**src/design/trigger_bus_pkg.sv**
```systemverilog
// shared widths and bank names for the trigger register access path
package trigger_bus_pkg;

    // host word address splits into bank select on top and local address below
    localparam int BANK_SEL_W = 2;
    localparam int BANK_ADR_W = 13;
    localparam int HOST_ADR_W = BANK_SEL_W + BANK_ADR_W;

    // all banks carry the same 32 bit payload
    localparam int DAT_W = 32;

    // one bank per select code
    localparam int NUM_BANKS = 1 << BANK_SEL_W;

    // bank select codes as seen in wb_adr_i[14:13]
    //   0x0000 - 0x1FFF thresholds and scaler control
    //   0x2000 - 0x3FFF trigger control (beam masks)
    //   0x4000 - 0x5FFF AGC
    //   0x6000 - 0x7FFF biquad filters
    typedef enum logic [BANK_SEL_W-1:0] {
        BANK_THRESH  = 2'd0,
        BANK_CONTROL = 2'd1,
        BANK_AGC     = 2'd2,
        BANK_BQ      = 2'd3
    } bank_id_e;

endpackage
```
**src/design/l1_trigger_regs_top.sv**
```systemverilog
`timescale 1ns/1ps

// trigger register access path
// host port -> intercon -> four register banks -> return merge -> intercon
module l1_trigger_regs_top #(
    parameter int BANK_WORDS = 16,
    parameter int ACK_DELAY  = 1
) (
    input  logic                                    wb_clk_i,
    input  logic                                    reset_i,
    input  logic                                    clock_enabled_i,
    input  logic                                    wb_cyc_i,
    input  logic                                    wb_we_i,
    input  logic [trigger_bus_pkg::HOST_ADR_W-1:0]  wb_adr_i,
    input  logic [trigger_bus_pkg::DAT_W-1:0]       wb_dat_i,
    output logic [trigger_bus_pkg::DAT_W-1:0]       wb_dat_o,
    output logic                                    wb_ack_o
);

    logic [trigger_bus_pkg::NUM_BANKS-1:0]                                  bank_cyc;
    logic [trigger_bus_pkg::NUM_BANKS-1:0]                                  bank_we;
    logic [trigger_bus_pkg::NUM_BANKS-1:0]                                  bank_ack;
    logic [trigger_bus_pkg::NUM_BANKS-1:0][trigger_bus_pkg::BANK_ADR_W-1:0] bank_adr;
    logic [trigger_bus_pkg::NUM_BANKS-1:0][trigger_bus_pkg::DAT_W-1:0]      bank_wdat;
    logic [trigger_bus_pkg::NUM_BANKS-1:0][trigger_bus_pkg::DAT_W-1:0]      bank_rdat;
    logic [trigger_bus_pkg::DAT_W-1:0]                                      rsp_dat;
    logic                                                                   rsp_ack;
    logic                                                                   dis_ack;

    l1_trigger_intercon intercon_inst (
        .wb_clk_i        (wb_clk_i),
        .reset_i         (reset_i),
        .clock_enabled_i (clock_enabled_i),
        .wb_cyc_i        (wb_cyc_i),
        .wb_we_i         (wb_we_i),
        .wb_adr_i        (wb_adr_i),
        .wb_dat_i        (wb_dat_i),
        .wb_dat_o        (wb_dat_o),
        .wb_ack_o        (wb_ack_o),
        .bank_cyc_o      (bank_cyc),
        .bank_we_o       (bank_we),
        .bank_adr_o      (bank_adr),
        .bank_dat_o      (bank_wdat),
        .bank_ack_i      (bank_ack),
        .rsp_dat_i       (rsp_dat),
        .rsp_ack_i       (rsp_ack),
        .dis_ack_o       (dis_ack)
    );

    // thresh, control, agc and biquad banks in select code order
    for (genvar i = 0; i < trigger_bus_pkg::NUM_BANKS; i++) begin : g_bank
        localparam trigger_bus_pkg::bank_id_e BANK_ID = trigger_bus_pkg::bank_id_e'(i);

        trigger_reg_bank #(
            .BANK_WORDS (BANK_WORDS),
            .ACK_DELAY  (ACK_DELAY)
        ) bank_inst (
            .wb_clk_i (wb_clk_i),
            .reset_i  (reset_i),
            .cyc_i    (bank_cyc[BANK_ID]),
            .we_i     (bank_we[BANK_ID]),
            .adr_i    (bank_adr[BANK_ID]),
            .dat_i    (bank_wdat[BANK_ID]),
            .ack_o    (bank_ack[BANK_ID]),
            .dat_o    (bank_rdat[BANK_ID])
        );
    end

    wb_return_merge merge_inst (
        .wb_clk_i   (wb_clk_i),
        .reset_i    (reset_i),
        .bank_ack_i (bank_ack),
        .bank_dat_i (bank_rdat),
        .dis_ack_i  (dis_ack),
        .rsp_ack_o  (rsp_ack),
        .rsp_dat_o  (rsp_dat)
    );

endmodule

```
**src/design/wb_return_merge.sv**
```systemverilog
`timescale 1ns/1ps

// registered return path from the banks back to the intercon
// banks drive zero outside their ack so an OR is enough
module wb_return_merge (
    input  logic                                    wb_clk_i,
    input  logic                                    reset_i,
    input  logic [trigger_bus_pkg::NUM_BANKS-1:0]   bank_ack_i,
    input  logic [trigger_bus_pkg::NUM_BANKS-1:0][trigger_bus_pkg::DAT_W-1:0] bank_dat_i,
    input  logic                                    dis_ack_i,
    output logic                                    rsp_ack_o,
    output logic [trigger_bus_pkg::DAT_W-1:0]       rsp_dat_o
);

    logic [trigger_bus_pkg::DAT_W-1:0] or_dat;

    always_comb begin
        or_dat = '0;
        for (int b = 0; b < trigger_bus_pkg::NUM_BANKS; b++) begin
            or_dat = or_dat | bank_dat_i[b];
        end
    end

    always_ff @(posedge wb_clk_i) begin
        if (reset_i) begin
            rsp_ack_o <= 1'b0;
        end else begin
            rsp_ack_o <= (|bank_ack_i) || dis_ack_i;
        end
    end

    // disabled answer returns zero since no bank is in its ack cycle
    always_ff @(posedge wb_clk_i) begin
        rsp_dat_o <= or_dat;
    end

    // the OR only works with a single responder per cycle
    a_single_responder: assert property (
        @(posedge wb_clk_i) disable iff (reset_i)
        $onehot0({bank_ack_i, dis_ack_i})
    );

endmodule

```
**src/design/trigger_reg_bank.sv**
```systemverilog
`timescale 1ns/1ps

// one bank of trigger registers behind a Wishbone target port
// ack comes ACK_DELAY cycles after cyc_i rises
module trigger_reg_bank #(
    parameter int BANK_WORDS = 16,
    parameter int ACK_DELAY  = 1
) (
    input  logic                                    wb_clk_i,
    input  logic                                    reset_i,
    input  logic                                    cyc_i,
    input  logic                                    we_i,
    input  logic [trigger_bus_pkg::BANK_ADR_W-1:0]  adr_i,
    input  logic [trigger_bus_pkg::DAT_W-1:0]       dat_i,
    output logic                                    ack_o,
    output logic [trigger_bus_pkg::DAT_W-1:0]       dat_o
);

    localparam int IDX_W = (BANK_WORDS > 1) ? $clog2(BANK_WORDS) : 1;
    localparam int CNT_W = (ACK_DELAY > 1) ? $clog2(ACK_DELAY) : 1;

    logic [trigger_bus_pkg::DAT_W-1:0]  regs [BANK_WORDS];
    logic [CNT_W-1:0]                   delay_cnt;
    logic                               done;
    logic                               fire;
    logic                               in_range;
    logic [IDX_W-1:0]                   idx;

    // words past the implemented range read zero and ignore writes
    assign in_range = (32'(adr_i) < BANK_WORDS);
    assign idx      = adr_i[IDX_W-1:0];

    // done keeps the ack from repeating while cyc_i falls
    assign fire = cyc_i && !done && (delay_cnt == CNT_W'(ACK_DELAY - 1));

    always_ff @(posedge wb_clk_i) begin
        if (reset_i) begin
            delay_cnt <= '0;
            done      <= 1'b0;
            ack_o     <= 1'b0;
            dat_o     <= '0;
        end else begin
            ack_o <= fire;
            // data is zero except in the ack cycle so the merge can simply OR
            dat_o <= '0;
            if (!cyc_i) begin
                delay_cnt <= '0;
                done      <= 1'b0;
            end else if (fire) begin
                done <= 1'b1;
                if (!we_i && in_range) begin
                    dat_o <= regs[idx];
                end
            end else if (!done) begin
                delay_cnt <= delay_cnt + 1'b1;
            end
        end
    end

    // trigger settings come up cleared
    always_ff @(posedge wb_clk_i) begin
        if (reset_i) begin
            for (int w = 0; w < BANK_WORDS; w++) begin
                regs[w] <= '0;
            end
        end else if (fire && we_i && in_range) begin
            regs[idx] <= dat_i;
        end
    end

    // the intercon must keep the cycle up through the ack
    a_ack_in_cyc: assert property (
        @(posedge wb_clk_i) disable iff (reset_i)
        ack_o |-> cyc_i
    );

endmodule

```
**src/design/l1_trigger_intercon.sv**
```systemverilog
`timescale 1ns/1ps

// registered host side of the trigger register path
// top address bits pick the bank, the low bits go to that bank as its local address
module l1_trigger_intercon (
    input  logic                                        wb_clk_i,
    input  logic                                        reset_i,
    input  logic                                        clock_enabled_i,
    // host port
    input  logic                                        wb_cyc_i,
    input  logic                                        wb_we_i,
    input  logic [trigger_bus_pkg::HOST_ADR_W-1:0]      wb_adr_i,
    input  logic [trigger_bus_pkg::DAT_W-1:0]           wb_dat_i,
    output logic [trigger_bus_pkg::DAT_W-1:0]           wb_dat_o,
    output logic                                        wb_ack_o,
    // per bank request lines
    output logic [trigger_bus_pkg::NUM_BANKS-1:0]       bank_cyc_o,
    output logic [trigger_bus_pkg::NUM_BANKS-1:0]       bank_we_o,
    output logic [trigger_bus_pkg::NUM_BANKS-1:0][trigger_bus_pkg::BANK_ADR_W-1:0] bank_adr_o,
    output logic [trigger_bus_pkg::NUM_BANKS-1:0][trigger_bus_pkg::DAT_W-1:0]      bank_dat_o,
    input  logic [trigger_bus_pkg::NUM_BANKS-1:0]       bank_ack_i,
    // merged return path
    input  logic [trigger_bus_pkg::DAT_W-1:0]           rsp_dat_i,
    input  logic                                        rsp_ack_i,
    output logic                                        dis_ack_o
);

    typedef enum logic [1:0] {
        IDLE        = 2'd0,
        TRANSACTION = 2'd1,
        WAIT_ACK    = 2'd2,
        FINISH      = 2'd3
    } state_e;

    state_e                     state;
    trigger_bus_pkg::bank_id_e  bank_sel;
    logic                       enabled;
    logic                       start;

    // a new host cycle is only taken from IDLE
    assign start = (state == IDLE) && wb_cyc_i;

    always_ff @(posedge wb_clk_i) begin
        if (reset_i) begin
            state <= IDLE;
        end else begin
            case (state)
                IDLE: begin
                    if (wb_cyc_i) begin
                        state <= TRANSACTION;
                    end
                end
                TRANSACTION: begin
                    state <= WAIT_ACK;
                end
                WAIT_ACK: begin
                    // covers both a bank ack and the disabled answer
                    if (rsp_ack_i) begin
                        state <= FINISH;
                    end
                end
                FINISH: begin
                    state <= IDLE;
                end
                default: begin
                    state <= IDLE;
                end
            endcase
        end
    end

    // bank select and enable are frozen for the whole transaction
    always_ff @(posedge wb_clk_i) begin
        if (reset_i) begin
            bank_sel <= trigger_bus_pkg::BANK_THRESH;
            enabled  <= 1'b0;
        end else if (start) begin
            bank_sel <= trigger_bus_pkg::bank_id_e'(
                wb_adr_i[trigger_bus_pkg::HOST_ADR_W-1 -: trigger_bus_pkg::BANK_SEL_W]);
            enabled  <= clock_enabled_i;
        end
    end

    // cycle line stays up until the bank acks
    always_ff @(posedge wb_clk_i) begin
        if (reset_i) begin
            bank_cyc_o <= '0;
            dis_ack_o  <= 1'b0;
        end else begin
            // with the bank clock stopped nothing downstream is touched
            dis_ack_o <= (state == TRANSACTION) && !enabled;
            for (int i = 0; i < trigger_bus_pkg::NUM_BANKS; i++) begin
                if (bank_ack_i[i]) begin
                    bank_cyc_o[i] <= 1'b0;
                end else if ((state == TRANSACTION) && enabled && (int'(bank_sel) == i)) begin
                    bank_cyc_o[i] <= 1'b1;
                end
            end
        end
    end

    // request payload only moves toward the selected bank
    always_ff @(posedge wb_clk_i) begin
        if ((state == TRANSACTION) && enabled) begin
            bank_we_o[bank_sel]  <= wb_we_i;
            bank_adr_o[bank_sel] <= wb_adr_i[trigger_bus_pkg::BANK_ADR_W-1:0];
            bank_dat_o[bank_sel] <= wb_dat_i;
        end
    end

    // merged data is only valid for one cycle so hold it for the host ack
    always_ff @(posedge wb_clk_i) begin
        if ((state == WAIT_ACK) && rsp_ack_i) begin
            wb_dat_o <= rsp_dat_i;
        end
    end

    assign wb_ack_o = (state == FINISH);

    // only one bank may be addressed at a time
    a_one_bank_cyc: assert property (
        @(posedge wb_clk_i) disable iff (reset_i)
        $onehot0(bank_cyc_o)
    );

    // host ack is a single cycle pulse
    a_ack_pulse: assert property (
        @(posedge wb_clk_i) disable iff (reset_i)
        wb_ack_o |=> !wb_ack_o
    );

endmodule

```
**config.mk**
```make
export PLATFORM = sky130hd
export DESIGN_NAME = l1_trigger_regs_top
export DESIGN_NICKNAME = d
export VERILOG_FILES = /design/src/design/trigger_bus_pkg.sv /design/src/design/l1_trigger_regs_top.sv /design/src/design/wb_return_merge.sv /design/src/design/trigger_reg_bank.sv /design/src/design/l1_trigger_intercon.sv
export SDC_FILE = /design/constraint.sdc
export NUM_CORES = 2
export LEC_CHECK = 0
export BUFFER_PORTS_ARGS = -buffer_cell sky130_fd_sc_hd__buf_2
export CORE_MARGIN = 8
export CORE_UTILIZATION = 50
export DETAILED_ROUTE_END_ITERATION = 8
export PLACE_DENSITY = 0.76
export REMOVE_ABC_BUFFERS = 1
export SLEW_MARGIN = 20
export SYNTH_ARGS = -nofsm -noshare
export SYNTH_HDL_FRONTEND = slang
export SYNTH_SLANG_ARGS = --single-unit
export TNS_END_PERCENT = 10
```
**constraint.sdc**
```tcl
create_clock -name wb_clk_i -period 8.9 [get_ports wb_clk_i]
set_input_delay 1.78 -clock wb_clk_i [delete_from_list [all_inputs] [get_ports wb_clk_i]]
set_output_delay 1.78 -clock wb_clk_i [all_outputs]
set_load 0.02 [all_outputs]
```
==> out/qor.yml <==
cts:
  htree_levels: 4
  clkLatencyLatePin_ns: 0.89
  postCtsSetupBuffers: 0
  cts_tree: "yes"
  clock_sinks: 2447
  cts_hold_buf: 0
  clk_pin_slew_ns: 0.06
  cts-buffers-inserted: 234
  ctsRootBufferMaster: "clkbuf_16"
  cts.path.max_buffers: 3
  post_cts_resize_count: 0
die:
  io_pins: 85
  fp.dieW_um: 479
  fp.dieH_um: 479
  start_util: 0.501
  rows: 170
  dieArea_sq_um: 229000
  core_area_sq_um: 214000
detailed_routing:
  dr.pass1.iters: 6
  num_vias: 66105
  routed_wl_um: 307000
  drt_iter0_markers: 9614
  viasPerCell: 7.05
  antenna_left: 0
  drc_errors: 0
  wl_per_cell_um: 32.7
placement:
  place_ws_ns: 3.19
  place_congestion: 0.816
  port_buffers: 84
  hpwl_um: 169000
synth:
  synthesis.area_sq_um: 107000
  yosysWarnings: 0
  synth_seq_cells: 2447
  ys_seq_area_frac: 0.669
  synthCells: 6700
  synth_flop_cell: "edfxtp_1"
  synth-edff-count: 2264
  synthArstFlopShare: 0
  syn_area_per_cell_sq_um: 16.0
  synthDistinctLibCells: 41
sta:
  slew_violations: 0
  rsz0062_at_grt: "false"
  fin_crit_sh: 0.530
  tns_ns: 0
  max_slew.worst_pin.slew_ns: 1.21
  setup_viol: 0
  worst_slack_ns: 4.18
  relSlewSlack: 0.196
  min_period_ns: 4.72
  clock.fmax_ghz: 0.212
  hold_viol: 0
  clock_skew_ns: 0.0381
setup_path:
  worstPathRequired_ns: 9.42
  critPathTopFamily: "buffers and inverters"
  crit_type: "reg2reg"
  critPathBufInv: 4
  worstPathArrival_ns: 5.24
  start_kind: "flip-flop"
  slowest_delay_ns: 1.03
  cpMostUsedCell: "buf_4"
  cp_cell_sequence: "buf_4 -> buf_12 -> nand2b_2 -> buf_4 -> or3_2 -> o21ai_4 -> buf_4"
  slowest_stage: "or3_2"
  crit_path_end_kind: "flip-flop"
  crit_fanout: 90
run:
  maxCapViolCount: 0
cells_and_area:
  fillers: 16071
  drive_gt1_frac: 0.259
  syn2layout_area_growth_pct: 9.87
  finalNetCount: 6351
pwr:
  vdd.ir_drop.worst_mv: 0.196
  p_seq_frac: 0.544
  leakage_nw: 36.2
  internal_power_mw: 18.7
  powerDensity_nw_per_um2: 203
  clkPwrFrac: 0.415
  p_sw_mw: 5.14
  netSwitchingFraction: 0.215
  comb_power_share: 0.041
hold_path:
  min_path_type: "reg2reg"
run_status:
  status: "finished clean"
global_route:
  antenna_found_initial: 36
  grt-ovfl-total: 0
  gr-usage-all-layers: 0.260
  grt_max_degree: 212
  grt_pass1_vias: 64470
  grt_pass1_wl_um: 444000
## routing by layer
metal  wire length (um)  GRT usage  vias up
met4              17800      0.143       38
met1             105000      0.332    33351
met3              39500     0.0747      870
li1                   -          -    26841
met2             144000      0.402     5005
met5                280          0        -
## worst paths after layout
check	to	cells after the start	slack (ns)	from
worst max register to register	g_bank[1].bank_inst.regs[14][5]	7	4.18	intercon_inst.bank_adr_o[14]
worst max-delay path	g_bank[1].bank_inst.regs[14][5]	7	4.18	intercon_inst.bank_adr_o[14]
worst min register to register	intercon_inst.wb_dat_o[22]	0	0.40	merge_inst.rsp_dat_o[22]
worst min-delay path	intercon_inst.wb_dat_o[22]	0	0.40	merge_inst.rsp_dat_o[22]
## sequential cells by signal (all words and copies together) (netlist names)
name	cells
intercon_inst.bank_adr_o	52
intercon_inst.bank_dat_o	128
intercon_inst.bank_we_o	4
g_bank.bank_inst.done	4
g_bank.bank_inst.regs	2048
intercon_inst.state	2
g_bank.bank_inst.ack_o	4
intercon_inst.wb_dat_o	32
intercon_inst.dis_ack_o	1
g_bank.bank_inst.dat_o	128
merge_inst.rsp_dat_o	32
intercon_inst.enabled	1
intercon_inst.bank_sel	2
intercon_inst.bank_cyc_o	4
merge_inst.rsp_ack_o	1
g_bank.bank_inst.delay_cnt	4
## cell usage after synthesis, types with 8 or more instances
cell type | n | area [sq um]
mux2i_1 | 256 | 2560
o21ai_0 | 24 | 120
o31ai_1 | 40 | 300
edfxtp_1 | 2264 | 68000
nand4_1 | 8 | 50.1
dfxtp_1 | 183 | 3660
nor2_1 | 14 | 52.6
nor3_1 | 777 | 3890
mux4_2 | 512 | 11500
inv_1 | 132 | 495
nand3_1 | 20 | 100
clkbuf_1 | 520 | 1950
or4_1 | 32 | 240
o22ai_1 | 128 | 801
buf_4 | 20 | 150
nand2b_1 | 21 | 131
nor4_2 | 425 | 5320
nor4_1 | 863 | 5400
buf_1 | 140 | 526
nand2_1 | 10 | 37.5
buf_2 | 237 | 1190
or3_1 | 14 | 87.6
## power groups by stage
stage / Combinational, mW / Clock (mW) / Sequential (mW)
2_1_floorplan: 0.519 / 0 / 13.2
6_report: 0.978 / 9.92 / 13.0
3_5_place_dp: 0.953 / 0 / 13.2
4_1_cts: 0.959 / 9.95 / 13.0
5_1_grt: 1.00 / 10.4 / 13.0
3_3_place_gp: 0.938 / 0 / 13.2
## cells by family (layout without fill, tap and decap cells)
group | after synthesis | count (layout) | synth area share
buffers and inverters | 1051 | 853 | 0.0404
flip-flops | 2447 | 2447 | 0.669
other | 0 | 39 | 0
multiplexers | 768 | 768 | 0.132
AO/OA/AOI/OAI | 200 | 200 | 0.0118
adder cells (fa/ha/maj) | 5 | 5 | 0.000584
AND/OR/NAND/NOR | 2229 | 2229 | 0.147
## per-stage QoR
step / instances / hold WS (ns) / instance area [sq um] / total power, mW / utilization
6_report: 9379 / 0.399 / 118000 / 23.9 / 0.551
5_1_grt: 9344 / 0.411 / 118000 / 24.4 / 0.550
4_1_cts: 9337 / 0.400 / 118000 / 23.9 / 0.550
3_5_place_dp: 8893 / 0.389 / 110000 / 14.2 / 0.514
3_3_place_gp: 8893 / 0.389 / 110000 / 14.1 / 0.514
2_1_floorplan: 5782 / 0.386 / 103000 / 13.8 / -
## placed cells by master (no fill, tap or decap), drive strengths merged, types with 32 or more instances in the layout
master and n:
buf 276, clkbuf 332, clkinv 86, dfxtp 183
diode 39, edfxtp 2264, inv 138, mux2i 256
mux4 512, nor3 777, nor4 1288, o22ai 128
o31ai 40, or4 32
## cell type report
cell class | count | area [sq um] | area share
sequential | 2447 | 71600 | 0.609
multi-input combinational | 3202 | 32200 | 0.274
clock buffer | 332 | 6610 | 0.0562
tap | 2838 | 3550 | 0.0302
timing repair buffer | 276 | 2030 | 0.0172
clock inverter | 112 | 1020 | 0.00866
inverter | 133 | 504 | 0.00428
antenna | 39 | 97.6 | 0.000829
## worst register-to-register path, cell delays in order (launching register included)
cell and delay [ns]:
edfxtp_1 0.32, buf_4 0.69, buf_12 0.62, nand2b_2 0.09, buf_4 0.41, or3_2 1.03
o21ai_4 0.69, buf_4 0.47
(Power assumes the default switching activity.)
